<file path="src/ldpc_msg_pkg.sv">
package ldpc_msg_pkg;

	// message word format, 4-bit sign-magnitude
	localparam int QUAN_SIZE = 4;              // full message width
	localparam int MAG_SIZE  = QUAN_SIZE - 1;  // magnitude part
	localparam int MAG_MAX   = 7;              // largest magnitude, also the saturation bound

	// sign 1 means negative
	// a negative zero is legal on input and reads as plain zero
	typedef struct packed {
		logic                sign;
		logic [MAG_SIZE-1:0] mag;
	} msg_t;

endpackage

</file>
<file path="src/row_pipe_pkg.sv">
package row_pipe_pkg;

	import ldpc_msg_pkg::*;

	// row geometry
	localparam int CN_DEGREE = 10;            // messages per check row
	localparam int HALF_DEG  = CN_DEGREE / 2; // min search runs on two halves
	localparam int IDX_W     = 4;             // position index width

	// check node latency, row in to c2v out
	localparam int CNU_FUNC_CYCLE = 4;

	typedef msg_t [CN_DEGREE-1:0] row_msg_t;  // one full row, position 0 in the low bits
	typedef logic [CN_DEGREE-1:0] hd_vec_t;   // one hard decision per position

	// partial result of one half row
	typedef struct packed {
		logic [MAG_SIZE-1:0] min1;
		logic [MAG_SIZE-1:0] min2;     // equals min1 on a tie
		logic [IDX_W-1:0]    min1_idx; // row position, not half position
	} half_min_t;

	// everything the c2v stage needs from one row
	typedef struct packed {
		logic [MAG_SIZE-1:0]  min1;
		logic [MAG_SIZE-1:0]  min2;
		logic [IDX_W-1:0]     min1_idx;  // lowest position holding min1
		logic                 sign_prod; // xor of all signs
		logic [CN_DEGREE-1:0] signs;
	} min_pair_t;

endpackage

</file>
<file path="src/cnu_c2v_gen.sv">
`timescale 1ns/10ps

module cnu_c2v_gen (
	input  logic                    read_clk,
	input  logic                    rstn,
	input  row_pipe_pkg::min_pair_t min_info,
	output row_pipe_pkg::row_msg_t  c2v       // stage 4, extrinsic c2v row
);
	import row_pipe_pkg::*;

	row_msg_t c2v_d;

	// extrinsic message leaves the position's own contribution out
	// sign: product of the other nine signs
	// mag: min over the other nine, i.e. min2 where this position holds min1
	always_comb begin
		for (int i = 0; i < CN_DEGREE; i++) begin
			c2v_d[i].sign = min_info.sign_prod ^ min_info.signs[i];
			if (min_info.min1_idx == IDX_W'(i)) begin
				c2v_d[i].mag = min_info.min2;
			end else begin
				c2v_d[i].mag = min_info.min1;
			end
		end
	end

	// zero magnitude still gets a sign, no special case
	always_ff @(posedge read_clk) begin
		if (!rstn) begin
			c2v <= '0;
		end else begin
			c2v <= c2v_d; // whole row at once
		end
	end

endmodule

</file>
<file path="src/cnu_min_find.sv">
`timescale 1ns/10ps

module cnu_min_find (
	input  logic                    read_clk,
	input  logic                    rstn,
	input  logic                    v2c_src,  // 1: channel row, 0: v2c row
	input  row_pipe_pkg::row_msg_t  ch_msg,
	input  row_pipe_pkg::row_msg_t  v2c_in,
	output row_pipe_pkg::row_msg_t  v2c_row,  // stage 1, also feeds the delay line
	output row_pipe_pkg::min_pair_t min_info  // stage 3
);
	import ldpc_msg_pkg::*;
	import row_pipe_pkg::*;

	// two smallest magnitudes of one half, strict compare keeps the lowest index
	function automatic half_min_t find_half(input row_msg_t row, input int base);
		half_min_t           res;
		logic [MAG_SIZE-1:0] m;
		res.min1     = MAG_SIZE'(MAG_MAX);
		res.min2     = MAG_SIZE'(MAG_MAX);
		res.min1_idx = IDX_W'(base); // all-max half still points at its first slot
		for (int i = 0; i < HALF_DEG; i++) begin
			m = row[base + i].mag;
			if (m < res.min1) begin
				res.min2     = res.min1; // old min drops to second place
				res.min1     = m;
				res.min1_idx = IDX_W'(base + i);
			end else if (m < res.min2) begin
				res.min2 = m; // an equal value lands here too, so ties give min2 == min1
			end
		end
		return res;
	endfunction

	row_msg_t             row_sel;
	half_min_t            half_lo, half_hi;     // stage 2 inputs
	half_min_t            half_lo_q, half_hi_q; // stage 2 regs
	logic [CN_DEGREE-1:0] row_signs;
	logic [CN_DEGREE-1:0] signs_q;              // travels alongside the half minima
	min_pair_t            merged;

	assign row_sel = v2c_src ? ch_msg : v2c_in; // source picked on the sampling edge

	// stage 1, input register
	always_ff @(posedge read_clk) begin
		if (!rstn) begin
			v2c_row <= '0;
		end else begin
			v2c_row <= row_sel;
		end
	end

	assign half_lo = find_half(v2c_row, 0);
	assign half_hi = find_half(v2c_row, HALF_DEG);

	always_comb begin
		for (int i = 0; i < CN_DEGREE; i++) begin
			row_signs[i] = v2c_row[i].sign;
		end
	end

	// stage 2, half row minima
	always_ff @(posedge read_clk) begin
		if (!rstn) begin
			half_lo_q <= '0;
			half_hi_q <= '0;
			signs_q   <= '0;
		end else begin
			half_lo_q <= half_lo;
			half_hi_q <= half_hi;
			signs_q   <= row_signs;
		end
	end

	// merge halves, low half wins a tie so the index stays the lowest one
	always_comb begin
		merged = '0;
		if (half_lo_q.min1 <= half_hi_q.min1) begin
			merged.min1     = half_lo_q.min1;
			merged.min1_idx = half_lo_q.min1_idx;
			merged.min2     = (half_hi_q.min1 < half_lo_q.min2) ? half_hi_q.min1
				: half_lo_q.min2;
		end else begin
			merged.min1     = half_hi_q.min1;
			merged.min1_idx = half_hi_q.min1_idx;
			merged.min2     = (half_lo_q.min1 < half_hi_q.min2) ? half_lo_q.min1
				: half_hi_q.min2;
		end
		merged.sign_prod = ^signs_q;
		merged.signs     = signs_q;
	end

	// stage 3
	always_ff @(posedge read_clk) begin
		if (!rstn) begin
			min_info <= '0;
		end else begin
			min_info <= merged;
		end
	end

endmodule

</file>
<file path="src/row_process_element.sv">
`timescale 1ns/10ps

module row_process_element (
	input  logic                   read_clk,
	input  logic                   rstn,
	input  logic                   v2c_src,       // 1: ch_msg feeds the row, 0: v2c_in
	input  row_pipe_pkg::row_msg_t ch_msg,
	input  row_pipe_pkg::row_msg_t v2c_in,
	output row_pipe_pkg::row_msg_t cnu_c2v,       // k+3 for a row sampled at edge k
	output row_pipe_pkg::row_msg_t vnu_app,       // k+4
	output row_pipe_pkg::hd_vec_t  hard_decision  // k+4
);
	import row_pipe_pkg::*;

	row_msg_t  v2c_row;     // selected row, stage 1
	min_pair_t min_info;    // row minima, stage 3
	row_msg_t  v2c_aligned; // selected row delayed to meet its c2v

	// check node, first three stages
	cnu_min_find u_min_find (
		.read_clk (read_clk),
		.rstn     (rstn),
		.v2c_src  (v2c_src),
		.ch_msg   (ch_msg),
		.v2c_in   (v2c_in),
		.v2c_row  (v2c_row),
		.min_info (min_info)
	);

	// check node, last stage
	cnu_c2v_gen u_c2v_gen (
		.read_clk (read_clk),
		.rstn     (rstn),
		.min_info (min_info),
		.c2v      (cnu_c2v)
	);

	v2c_delay_line u_v2c_dly (
		.read_clk    (read_clk),
		.rstn        (rstn),
		.v2c_row     (v2c_row),
		.v2c_aligned (v2c_aligned)
	);

	// variable node, posterior and hard decision
	vnu_app_update u_vnu (
		.read_clk      (read_clk),
		.rstn          (rstn),
		.v2c_aligned   (v2c_aligned),
		.c2v           (cnu_c2v),
		.vnu_app       (vnu_app),
		.hard_decision (hard_decision)
	);

endmodule

</file>
<file path="src/v2c_delay_line.sv">
`timescale 1ns/10ps

module v2c_delay_line (
	input  logic                   read_clk,
	input  logic                   rstn,
	input  row_pipe_pkg::row_msg_t v2c_row,     // already one stage past the input
	output row_pipe_pkg::row_msg_t v2c_aligned  // lines up with the c2v register
);
	import row_pipe_pkg::*;

	// v2c_row is stage 1 of the check node, so CNU_FUNC_CYCLE-1 more stages remain
	localparam int DLY = CNU_FUNC_CYCLE - 1;

	row_msg_t pipe_q [0:DLY-1]; // up to three rows in flight

	always_ff @(posedge read_clk) begin
		if (!rstn) begin
			for (int i = 0; i < DLY; i++) begin
				pipe_q[i] <= '0;
			end
		end else begin
			pipe_q[0] <= v2c_row;
			for (int i = 1; i < DLY; i++) begin
				pipe_q[i] <= pipe_q[i-1]; // plain shift, nothing stalls
			end
		end
	end

	assign v2c_aligned = pipe_q[DLY-1];

endmodule

</file>
<file path="src/vnu_app_update.sv">
`timescale 1ns/10ps

module vnu_app_update (
	input  logic                   read_clk,
	input  logic                   rstn,
	input  row_pipe_pkg::row_msg_t v2c_aligned,
	input  row_pipe_pkg::row_msg_t c2v,
	output row_pipe_pkg::row_msg_t vnu_app,       // posterior, sign-magnitude
	output row_pipe_pkg::hd_vec_t  hard_decision  // 1 where the posterior is negative
);
	import ldpc_msg_pkg::*;
	import row_pipe_pkg::*;

	// sign-magnitude to two's complement, one extra bit so the sum of two fits
	function automatic logic signed [QUAN_SIZE:0] to_signed(input msg_t m);
		logic signed [QUAN_SIZE:0] v;
		v = $signed((QUAN_SIZE+1)'(m.mag));
		return m.sign ? -v : v; // negative zero folds to 0 here
	endfunction

	// add, clamp to +-MAG_MAX, back to sign-magnitude
	function automatic msg_t app_sum(input msg_t v, input msg_t c);
		logic signed [QUAN_SIZE:0] sum;
		msg_t                      res;
		sum = to_signed(v) + to_signed(c); // -14..14
		if (sum > MAG_MAX) begin
			sum = (QUAN_SIZE+1)'(MAG_MAX);
		end else if (sum < -MAG_MAX) begin
			sum = -(QUAN_SIZE+1)'(MAG_MAX);
		end
		res.sign = sum[QUAN_SIZE]; // only a true negative, zero stays positive
		res.mag  = res.sign ? MAG_SIZE'(-sum) : MAG_SIZE'(sum);
		return res;
	endfunction

	row_msg_t app_d;
	hd_vec_t  hd_d;

	always_comb begin
		for (int i = 0; i < CN_DEGREE; i++) begin
			app_d[i] = app_sum(v2c_aligned[i], c2v[i]);
			hd_d[i]  = app_d[i].sign; // hard decision is just the posterior sign
		end
	end

	// stage 5 counted from the row input
	always_ff @(posedge read_clk) begin
		if (!rstn) begin
			vnu_app       <= '0;
			hard_decision <= '0;
		end else begin
			vnu_app       <= app_d;
			hard_decision <= hd_d;
		end
	end

endmodule
</file>
<file path="config.mk">
export PLATFORM = sky130hd
export DESIGN_NAME = row_process_element
export DESIGN_NICKNAME = d
export VERILOG_FILES = /design/src/ldpc_msg_pkg.sv /design/src/row_pipe_pkg.sv /design/src/cnu_c2v_gen.sv /design/src/cnu_min_find.sv /design/src/row_process_element.sv /design/src/v2c_delay_line.sv /design/src/vnu_app_update.sv
export SDC_FILE = /design/constraint.sdc
export NUM_CORES = 1
export LEC_CHECK = 0
export ABC_AREA = 1
export BUFFER_PORTS_ARGS = -buffer_cell sky130_fd_sc_hd__buf_2
export CAP_MARGIN = 20
export CORE_MARGIN = 1
export CORE_UTILIZATION = 35
export CTS_CLUSTER_SIZE = 8
export DETAILED_ROUTE_END_ITERATION = 7
export SLEW_MARGIN = 10
export SYNTH_ARGS = -nofsm -noshare
export SYNTH_HDL_FRONTEND = slang
export SYNTH_HIERARCHICAL = 1
export SYNTH_SLANG_ARGS = --single-unit
export TNS_END_PERCENT = 10
</file>
<file path="constraint.sdc">
create_clock -name read_clk -period 5.7 [get_ports read_clk]
set_clock_uncertainty 0.1 [all_clocks]
set_input_delay 0.57 -clock read_clk [delete_from_list [all_inputs] [get_ports read_clk]]
set_output_delay 0.57 -clock read_clk [all_outputs]
set_load 0.02 [all_outputs]
</file>
==> metrics.md, run 1 <==
| Metric | Value |
|---|---|
| Post-Synthesis Cell Area | `around 16,000 µm²` |
| Commonest non-fill, non-tap cell in the layout | `nand2_1` |
| VDD IR max | `0.175 mV` |
| Dominant cells by area after synthesis | `dfxtp_1 37%, nand2_1 12%, ha_1 11%` |
| Hold Path Origin | `ch_msg[39]` |
| Crit path capture type | `flop` |
| Yosys warns | `6` |
| Diodes inserted | `0` |
| Vias/cell | `roughly 4.3` |
| Detailed Routing Iterations Pass 1 | `6` |
| Max_slew headroom | `44.9%` |
| R2r setup slk | `1.55 ns` |
| Hold Buf Count CTS | `0` |
| H-tree depth | `2` |
| CTS Buffer Depth | `3` |
| Vert. Die Dim | `around 210 µm` |
| Clock transition at path regs | `roughly 0.050 ns` |
| DP HPWL | `26,000 µm` |
| Post-synth top area share | `a little under two fifths` |
| Arrival @ worst endpoint | `4.46 ns` |
| CORE AREA | `between 40,000 and 50,000 µm²` |
| Row count | `76` |
| Worst hold-check path type | `in2reg` |
| DRC viols | `0` |
| Vias in the first global route | `11,700` |
| Layout Cells excl Fill | `~2,900` |
| Reg-to-reg critical path startpoint | `u_min_find/v2c_row[26]` |
| Sw Share | `a little over a third` |
| Final Cycle Share | `between 70% and 80%` |
| Overall routed net length | `approximately 34,000 µm` |
| Fin crit period | `just over 4 ns` |
| Pre-CTS WS | `around 1.6 ns` |
| Final Net Count | `~2,500` |
| Clk_lat worst skew | `about 0.52 ns` |
| Max frequency | `241 MHz` |
| Leak | `9.61 nW` |
| Max-cap violations | `0` |
| Crit path max fanout | `5` |
| Status | `completed` |
| RSZ-0062 raised after global routing | `false` |
| TNS Setup | `0 ns` |
| Layout cell share with drive strength beyond 1 | `about an eighth` |
| Post-cts resize count | `0` |
| RR Endpoint | `u_min_find/half_hi_q[6]` |
| Switching pwr | `~2.5 mW` |
| Sequential fraction of the synthesis area | `about 37%` |
| Placed insts | `~2,800` |
| R2R cell count | `25` |
| Routability cong. | `about 0.84` |
| Yosys reg bits | `290` |
| Total power draw | `roughly 6.9 mW` |
| Clock Root Buffer | `clkbuf_16` |
| Worst slew pin tran | `0.826 ns` |
| Sequential Power Share | `between 30% and 40%` |
| Post-DP Area | `between 15,000 and 20,000 µm²` |
| Clk network pwr share | `between 30 and 40%` |
| Worst EP required | `around 6 ns` |
| Final Setup Violations | `0` |
| Max Transition Viols Final | `0` |
| Initial antenna violation count | `0` |
| CTS tree | `built` |
| WHS Path Cells | `3` |
| I/O pins | `around 170` |
| Largest net degree at the start of global routing | `87` |
| Worst Hold End | `u_min_find/v2c_row[39]` |
| DR iter-0 viols | `roughly 710` |
| Comb pwr share | `32.3%` |
| Worst setup margin | `1.55 ns` |
| First-pass GRT wire length | `between 50,000 and 60,000 µm` |
| Clock tree sinks | `290` |
| Net Count, Synth | `2,401` |
| Routed vias | `between 10,000 and 15,000` |
| Power Density | `394 nW/µm²` |
| Postcts setup bufs | `0` |
| Post-Syn Instances | `between 2,000 and 2,500` |
| Initial Util | `roughly 36%` |
| CTS buffer count | `42` |
| Drt wl/cell | `11.8 µm` |
| Die Wd | `between 200 and 250 µm` |
| Yosys top cell by area | `dfxtp_1` |
| Detail Route Antenna Nets | `0` |
| Finished Cell Area | `17,600 µm²` |
| WS Path Type | `reg2reg` |
| Yosys cell types | `39` |
| Grt ovf | `0` |
| IO Port Bufs | `172` |
| Hold Violations, Final | `0` |
| GRT Total Usage | `15.2%` |
| Most frequent cells in the layout | `479 x nand2_1, 423 x inv_1, 290 x dfxtp_1` |
| Syn-to-layout area delta | `13.4%` |
| Worst setup SP type | `flop` |
| Full die area | `between 40,000 and 50,000 µm²` |
| Syn_area_per_cell | `approximately 7 µm²` |
| Pint | `between 4 and 5 mW` |
| Critical Path Start | `u_min_find/v2c_row[26]` |
-- worst max-delay path by stage --
| stage | endpoint | cells past startpoint |
|---|---|---|
| 2_1_floorplan | u_min_find/half_hi_q[5] | 28 |
| 3_3_place_gp | u_min_find/half_hi_q[5] | 27 |
| 3_5_place_dp | u_min_find/half_hi_q[5] | 27 |
| 4_1_cts | u_min_find/half_hi_q[6] | 25 |
| 5_1_grt | u_min_find/half_hi_q[6] | 25 |
| 6_report | u_min_find/half_hi_q[6] | 25 |
-- metrics by stage --
step / utilization [%] / hold WS, ns
floorplan: - / 0.286
global placement: 38.0 / 0.293
detailed placement: 38.0 / 0.296
CTS: 40.5 / 0.148
global route: 40.5 / 0.172
finish: 40.5 / 0.173
-- final cells by class --
| type | count | area (µm²) |
|---|---|---|
| fill | 4444 | 25800 |
| multi-input combinational | 1340 | 7430 |
| sequential | 290 | 5810 |
| inverter | 437 | 1640 |
| clock buffer | 47 | 1110 |
| timing repair buffer | 176 | 897 |
| tap | 585 | 732 |
| clock inverter | 1 | 8.76 |
-- per-layer routing --
metal | wire [µm] | global-route usage, % | vias up
met5 | 0 | 0 | -
met4 | 947 | 5.51 | 0
met3 | 1230 | 2.31 | 62
met2 | 14600 | 24.0 | 237
met1 | 17100 | 20.9 | 5405
li1 | - | - | 6793
-- cell families after synthesis --
family          count (synthesis)  synth area share [%]
simple gates                  930                  25.4
compound gates                233                  8.28
fa+ha+maj                     151                  12.6
flops                         290                  37.4
buf+inv                       537                  14.8
xor+xnor                       26                  1.47
-- synthesized netlist by cell type --
cell type	number
nor2_1	259
o21ai_1	4
o211ai_1	7
buf_2	5
a31oi_1	25
ha_1	141
inv_1	423
nor3_2	1
or2_2	4
inv_2	11
dfxtp_1	290
o21ai_2	12
buf_4	52
buf_1	5
a21oi_2	2
a21oi_1	63
nand2_2	16
nand3b_1	8
xor2_1	10
nor3_4	4
xnor2_1	16
clkinv_1	3
o21bai_4	1
nor2_4	1
clkbuf_4	1
nand2_4	10
or2_1	1
a21o_1	1
nand3_1	116
nor3_1	8
nand2_1	479
fa_1	10
nand3_2	6
o21ai_0	117
clkbuf_1	26
buf_6	11
nand4_1	2
a211oi_1	1
nor2_2	15
-- critical path, cell delays in order (launching register included) --
cell,delay (ns)
dfxtp_1,0.33
ha_1,0.31
a21oi_2,0.12
nand2_2,0.10
a21oi_1,0.22
inv_1,0.07
ha_1,0.29
inv_1,0.04
a21oi_1,0.16
nand2_1,0.11
or2_2,0.28
a21oi_1,0.22
ha_1,0.27
inv_1,0.05
nor2_1,0.03
nand2_1,0.10
nand2_1,0.08
nor2_1,0.09
nor3_1,0.06
nor2_1,0.16
inv_1,0.06
ha_1,0.17
a21oi_1,0.28
o21ai_0,0.17
nor2_1,0.12
nor2_1,0.05
-- state kept, by name (all words and copies together), names as in the netlist --
register,cells
u_min_find/signs_q,10
u_min_find/half_hi_q,10
u_min_find/half_lo_q,9
u_min_find/min_info,21
u_vnu/hard_decision,9
u_min_find/v2c_row,40
u_c2v_gen/c2v,40
u_vnu/vnu_app,31
u_v2c_dly/pipe_q,120
-- power by group through the flow --
stage	Sequential, mW	Clock, mW	Combinational [mW]
floorplan	2.64	0	1.58
global placement	2.57	0	2.16
detailed placement	2.57	0	2.25
CTS	2.53	2.26	2.26
global route	2.55	2.33	2.58
finish	2.52	2.17	2.24
Note: power is estimated with default switching activity, not from simulation.
==> inputs of run 2 (changes only) <==
Settings changed: ABC_AREA 1 to 0.
Clock period 5.7 ns to 3.57 ns, I/O delays scaled along.
==> run 2 against run 1 <==
Against the previous run:
- the run now ends with negative setup slack left
- final area up 11%
- via count down 6.4%
- sequential cell count unchanged
- first-iteration DRC count down 27%
- die area down 0.46%
- clock-buffer cell count unchanged
- critical path type unchanged
- critical endpoint is now u_min_find/half_hi_q[1]
==> metrics.md, run 2 <==
| Metric | Value |
|---|---|
| Max FFs per register | `120` |
| Crit path max fanout | `4` |
| Clock tree sinks | `290` |
| Worst setup margin | `-1.09 ns` |
| Top flop regs | `u_v2c_dly/pipe_q (120), u_c2v_gen/c2v (40), u_min_find/v2c_row (40)` |
| Routability cong. | `around 0.83` |
| Synth Flop Type | `dfxtp_1` |
| Drt wl/cell | `13.6 µm` |
| Yosys top cell by area | `dfxtp_1` |
| Status | `finished, violations left` |
| Top delay family on crit path | `simple AND/OR/NAND/NOR gates` |
| Final Setup Violations | `19` |
| Syn-to-layout area delta | `26.9%` |
| Worst slew pin tran | `around 0.76 ns` |
| RSZ-0062 raised after global routing | `true` |
| Biggest register | `u_v2c_dly/pipe_q` |
| Crit-path cells | `ha_4, nor3b_2, or2_4, or3_4, nand2_2, inv_2, ha_4, or3_4, a21oi_4, nor2_2, mux2i_2, ha_2, nor2_1, nor2_1, nor2_2, a21oi_2, mux2i_1, inv_1, ha_1, or2_4, a21oi_4, a21o_1, nor3_2, a21boi_2` |
| DR iter-0 viols | `520` |
| Vias in the first global route | `~12,000` |
| Clock transition at path regs | `around 0.050 ns` |
| Net Count, Synth | `between 1,500 and 2,000` |
| Placed insts | `between 2,000 and 2,500` |
| DRC viols | `0` |
| Yosys reg bits | `290` |
| Sequential fraction of the synthesis area | `37.5%` |
| Ys async rst share | `0%` |
| Crit path capture type | `flop` |
| CORE AREA | `~43,000 µm²` |
| Worst Path Buf+Inv | `2` |
| Diodes inserted | `0` |
| Critical Path Start | `u_min_find/v2c_row[26]` |
| CTS Buffer Depth | `3` |
| Arrival @ worst endpoint | `around 5.0 ns` |
| Crit-path max cell delay | `around 0.38 ns` |
| IO Port Bufs | `between 150 and 200` |
| Max_slew headroom | `between 40% and 50%` |
| Worst setup SP type | `flop` |
| Finished Cell Area | `slightly below 20,000 µm²` |
| Post-DP Area | `between 15,000 and 20,000 µm²` |
| Dominant cells by area after synthesis | `dfxtp_1 38%, ha_1 11%, and2_1 6.1%` |
| Layout cell share with drive strength beyond 1 | `26.5%` |
| Max frequency | `roughly 210 MHz` |
| Max Transition Viols Final | `0` |
| Failing checks | `negative setup slack` |
| Post-Synthesis Cell Area | `around 15,000 µm²` |
| Initial Util | `35.7%` |
| EDFF count, synth | `0` |
| Post-synth top area share | `between 30% and 40%` |
| Yosys warns | `6` |
| Max-cap violations | `0` |
| Final Net Count | `between 2,000 and 2,500` |
| Detail Route Antenna Nets | `0` |
| Initial antenna violation count | `0` |
| Hold Path Origin | `v2c_in[31]` |
| H-tree depth | `2` |
| Clock Root Buffer | `clkbuf_16` |
| Detailed Routing Iterations Pass 1 | `5` |
| Commonest non-fill, non-tap cell in the layout | `dfxtp_1` |
| Leak | `just under 9 nW` |
| Final Cycle Share | `131%` |
| TNS Setup | `-15.46 ns` |
| Final hold slack | `~0.021 ns` |
| Full die area | `around 45,000 µm²` |
| Clk_lat worst skew | `between 0.5 and 0.6 ns` |
| GRT Total Usage | `between 10% and 20%` |
| Largest net degree at the start of global routing | `between 90 and 100` |
| Yosys cell types | `74` |
| Worst hold-check path type | `in2reg` |
| CTS tree | `built` |
| Post-Syn Instances | `1,647` |
| Vias/cell | `4.58` |
| Grt ovf | `0` |
| CTS buffer count | `42` |
| VDD IR max | `approximately 0.29 mV` |
| DP HPWL | `25,600 µm` |
| Pre-CTS WS | `-1.07 ns` |
| Most frequent cells in the layout | `270 x dfxtp_1, 171 x buf_2, 150 x and2_1` |
| Die Wd | `212 µm` |
| Layout Cells excl Fill | `2,553` |
| Most frequently used cell type in the post-synthesis netlist | `dfxtp_1` |
| Power Density | `486 nW/µm²` |
| Slowest CP cell | `or3_4` |
| First-pass GRT wire length | `around 57,000 µm` |
| WS Path Type | `reg2reg` |
| Reg-to-reg critical path startpoint | `u_min_find/v2c_row[26]` |
| Overall routed net length | `between 30,000 and 40,000 µm` |
| Worst EP required | `between 3 and 4 ns` |
| Vert. Die Dim | `212 µm` |
| Syn_area_per_cell | `roughly 9.4 µm²` |
| Routed vias | `11,700` |
| Row count | `76` |
| Hold Violations, Final | `0` |
| Fin crit period | `roughly 4.7 ns` |
| I/O pins | `173` |
| Post-synth top cells | `290 x dfxtp_1, 150 x and2_1, 141 x ha_1, 139 x nor2_1, 129 x inv_1` |
run 2: changes by cell type after synthesis, sizes merged, moves of 19 or more:
cell	previous run	this run
nand2	505	73
inv	434	140
and2	0	150
a21oi	65	84
a211oi	1	24
xor2	10	42
o21ai	133	95
nand2b	0	36
nor2	275	140
mux2i	0	85
nand3	122	17
o31a	0	20
a31oi	25	6
run 2: worst paths after layout:
path | to | slack, ns | cells after the start
max | u_min_find/half_hi_q[1] | -1.09 | 24
min reg2reg | u_v2c_dly/pipe_q[0][61] | 0.33 | 1
min | u_min_find/v2c_row[31] | 0.02 | 3
max reg2reg | u_min_find/half_hi_q[1] | -1.09 | 24
run 2: metrics by stage:
step                power [mW]  utilization (%)
floorplan                 5.14                -
global placement          5.76             39.7
detailed placement        5.84             39.7
CTS                       9.61             44.6
global route              10.1             45.3
finish                    9.53             45.3
run 2: what timing repair did:
| item | 4_1_cts | 5_1_grt |
|---|---|---|
| gates resized for setup | 23 | 61 |
| hold endpoints to repair | 36 | 0 |
| buffers inserted | 21 | 2 |
| hold buffers | 72 | 0 |
| pin swaps | 11 | 9 |
| endpoints found under the setup margin | 19 | 39 |
run 2: tightest hold or removal path: stages:
cell and delay [ns]:
buf_2 0.08, mux2i_1 0.08, nor2_1 0.10
run 2: cell type report:
| cell class | count | area (µm²) |
|---|---|---|
| Sequential cell | 290 | 5830 |
| Clock buffer | 47 | 1140 |
| Tap cell | 585 | 732 |
| Timing Repair Buffer | 367 | 2520 |
| Multi-Input combinational cell | 1123 | 8870 |
| Clock inverter | 1 | 5.00 |
| Fill cell | 4177 | 23700 |
| Inverter | 140 | 526 |
run 2: routing by layer:
metal / up-vias / global-route usage, % / wire (µm)
li1: 6131 / - / -
met1: 5286 / 19.7 / 16600
met2: 218 / 26.1 / 16000
met3: 64 / 2.98 / 1350
met4: 0 / 5.45 / 852
met5: - / 0 / 0
run 2: where the power goes:
part	total (mW)	switching, mW	internal [mW]
combinational	2.29	1.17	1.12
clock	3.53	1.32	2.21
sequential	3.72	0.219	3.50
total	9.53	2.71	6.83
run 2: kinds of logic (layout without fill, tap and decap cells):
group / count (synthesis) / after routing / synth area share (%)
simple gates: 506 / 506 / 18.0
flops: 290 / 290 / 37.5
compound gates: 320 / 320 / 14.2
buf+inv: 234 / 555 / 7.63
fa+ha+maj: 152 / 152 / 12.8
xor+xnor: 59 / 59 / 4.31
mux: 86 / 86 / 5.58
==> inputs of run 3 (changes only) <==
Settings changed: TNS_END_PERCENT 10 to 30.
==> run 3 against run 2 <==
Against the previous run:
- the flow still finishes with violations (negative setup slack)
- critical path type unchanged
- worst hold slack lost 0.016 ns
- die area stayed put
- critical endpoint is now u_min_find/half_hi_q[6]
- final area increased by 0.82%
- global-route usage is 0.12 points higher
- combinational power rose by 6%
- cell count fell by 0.51%
- routed wire length grew 1.1%
- via count increased by 1.1%
- critical path depth is the same
- largest power group unchanged
- sequential share of layout area down 0.22 points
==> metrics.md, run 3 (synthesis results as in run 2) <==
| Metric | Value |
|---|---|
| # fillers | `between 4,000 and 5,000` |
| Vias in the first global route | `11,900` |
| VDD IR max | `about 0.3 mV` |
| Total power draw | `9.58 mW` |
| Worst setup SP type | `flop` |
| Most frequent CP cell | `a21oi_4` |
| Final core occ | `between 40% and 50%` |
| Detailed Routing Iterations Pass 1 | `5` |
| Row count | `76` |
| Crit-path max cell delay | `approximately 0.40 ns` |
| DRC viols | `0` |
| Top delay family on crit path | `simple AND/OR/NAND/NOR gates` |
| Clock Root Buffer | `clkbuf_16` |
| RSZ-0062 raised after global routing | `true` |
| CTS tree | `built` |
| H-tree depth | `2` |
| Vert. Die Dim | `approximately 210 µm` |
| Placed insts | `2,407` |
| GR Layer Usage met3 | `2.42%` |
| Pre-CTS WS | `-1.15 ns` |
| DR iter-0 viols | `493` |
| Met1 GRT Util | `20.5%` |
| Layout Cells excl Fill | `roughly 2,500` |
| Routed vias | `between 10,000 and 15,000` |
| Max frequency | `213 MHz` |
| Full die area | `between 40,000 and 50,000 µm²` |
| TNS Setup | `-14.91 ns` |
| Top flop regs | `u_v2c_dly/pipe_q (120), u_c2v_gen/c2v (40), u_min_find/v2c_row (40)` |
| Worst EP required | `~4 ns` |
| Worst setup margin | `-1.12 ns` |
| IO Port Bufs | `around 170` |
| Most frequent cells in the layout | `266 x dfxtp_1, 171 x buf_2, 150 x and2_1` |
| I/O pins | `173` |
| Final hold slack | `~0.0053 ns` |
| Crit path max fanout | `5` |
| Biggest register | `u_v2c_dly/pipe_q` |
| Detail Route Antenna Nets | `0` |
| Syn-to-layout area delta | `28.0%` |
| Clock tree sinks | `slightly below 300` |
| Clk_lat worst skew | `about 0.53 ns` |
| WHS Path Cells | `3` |
| Post-DP Area | `17,200 µm²` |
| Worst Hold End | `u_min_find/v2c_row[10]` |
| Leak | `about 8.7 nW` |
| Grt ovf | `0` |
| Met2 GRT Util | `between 20% and 30%` |
| Worst hold-check path type | `in2reg` |
| Arrival @ worst endpoint | `~5 ns` |
| Final Setup Violations | `19` |
| R2r setup slk | `-1.12 ns` |
| Diodes inserted | `0` |
| Initial Util | `35.7%` |
| GR peak layer | `met2` |
| Drt wl/cell | `13.9 µm` |
| Max Transition Viols Final | `0` |
| Overall routed net length | `between 30,000 and 40,000 µm` |
| Routability cong. | `just over 0.8` |
| Vias/cell | `between 4 and 5` |
| Max_slew headroom | `around 40%` |
| DP HPWL | `roughly 26,000 µm` |
| First-pass GRT wire length | `57,400 µm` |
| Max FFs per register | `120` |
| Finished Cell Area | `19,800 µm²` |
| Crit-path cells | `ha_4, nor3b_4, or2_4, or3_4, nand2_4, inv_2, ha_4, or3_4, a21oi_4, nor2_4, mux2i_2, ha_2, nor2_2, nor2_1, nor2_2, a21oi_2, mux2i_1, inv_1, ha_1, or2_4, a21oi_4, buf_4, a21oi_4, a31o_2` |
| Final Cycle Share | `131%` |
| Slowest CP cell | `or3_4` |
| WS Path Type | `reg2reg` |
| CORE AREA | `43,400 µm²` |
| Crit path capture type | `flop` |
| RR Endpoint | `u_min_find/half_hi_q[6]` |
| Max-cap violations | `0` |
| Initial antenna violation count | `0` |
| R2R cell count | `24` |
| CTS buffer count | `42` |
| GRT Total Usage | `between 10% and 20%` |
| Clock transition at path regs | `~0.050 ns` |
| Hold Violations, Final | `0` |
| Power Density | `between 400 and 500 nW/µm²` |
| Die Wd | `about 210 µm` |
| Fin crit period | `between 4 and 5 ns` |
| Failing checks | `negative setup slack` |
| Hold Path Origin | `v2c_in[10]` |
| Layout cell share with drive strength beyond 1 | `approximately 30%` |
| CTS Buffer Depth | `3` |
| Final Net Count | `about 2,200` |
| Status | `finished, violations left` |
| Worst slew pin tran | `about 0.91 ns` |
| Largest net degree at the start of global routing | `86` |
| Worst Path Buf+Inv | `3` |
| Reg-to-reg critical path startpoint | `u_min_find/v2c_row[26]` |
| Commonest non-fill, non-tap cell in the layout | `dfxtp_1` |
[run 3: changes by cell type in the layout (fill, tap and decap cells not counted), sizes merged]
cell	before	now
clkinv	1	2
clkinvlp	0	1
buf	295	303
dlygate4sd3	72	51
clkbuf	47	44
a21oi	84	85
[run 3: worst max-delay path by stage]
stage	endpoint	start	slack, ns	cells past startpoint
floorplan	u_min_find/half_hi_q[6]	u_min_find/v2c_row[22]	-1.12	25
global placement	u_min_find/half_hi_q[5]	u_min_find/v2c_row[22]	-1.07	26
detailed placement	u_min_find/half_hi_q[5]	u_min_find/v2c_row[22]	-1.15	26
CTS	u_min_find/half_hi_q[5]	u_min_find/v2c_row[22]	-1.06	25
global route	u_min_find/half_hi_q[6]	u_min_find/v2c_row[22]	-1.32	24
finish	u_min_find/half_hi_q[6]	u_min_find/v2c_row[26]	-1.12	24
[run 3: layout make-up]
class	count	area (µm²)	share of cell area [%]
Clock buffer	44	1080	5.46
Clock inverter	3	40.0	0.202
Inverter	140	526	2.66
Multi-Input combinational cell	1124	9200	46.5
Sequential cell	290	5840	29.5
Tap cell	585	732	3.70
Timing Repair Buffer	354	2380	12.0
[run 3: timing repair]
item,CTS,global route
gates resized for setup,60,95
gates cloned,1,0
hold buffers,51,0
setup buffers,26,9
pin swaps,32,37
endpoints found under the setup margin,20,39
endpoints found under the hold margin,28,0
[run 3: power breakdown]
group	internal, mW	switching, mW	total (mW)	leakage (nW)
sequential	3.50	0.223	3.72	2.38
clock	2.11	1.31	3.43	0.545
combinational	1.20	1.23	2.43	5.77
total	6.81	2.77	9.58	8.70
[run 3: metal layers]
| layer | vias up | wire length (µm) |
|---|---|---|
| met4 | 0 | 805 |
| met1 | 5396 | 16600 |
| met5 | - | 0 |
| met2 | 247 | 16400 |
| met3 | 65 | 1480 |
| li1 | 6117 | - |
[run 3: worst min-delay path, delay by kind of cell]
| kind | cells | cell delay, ns |
|---|---|---|
| buf+inv | 1 | 0.11 |
| mux | 1 | 0.06 |
| simple gates | 1 | 0.07 |
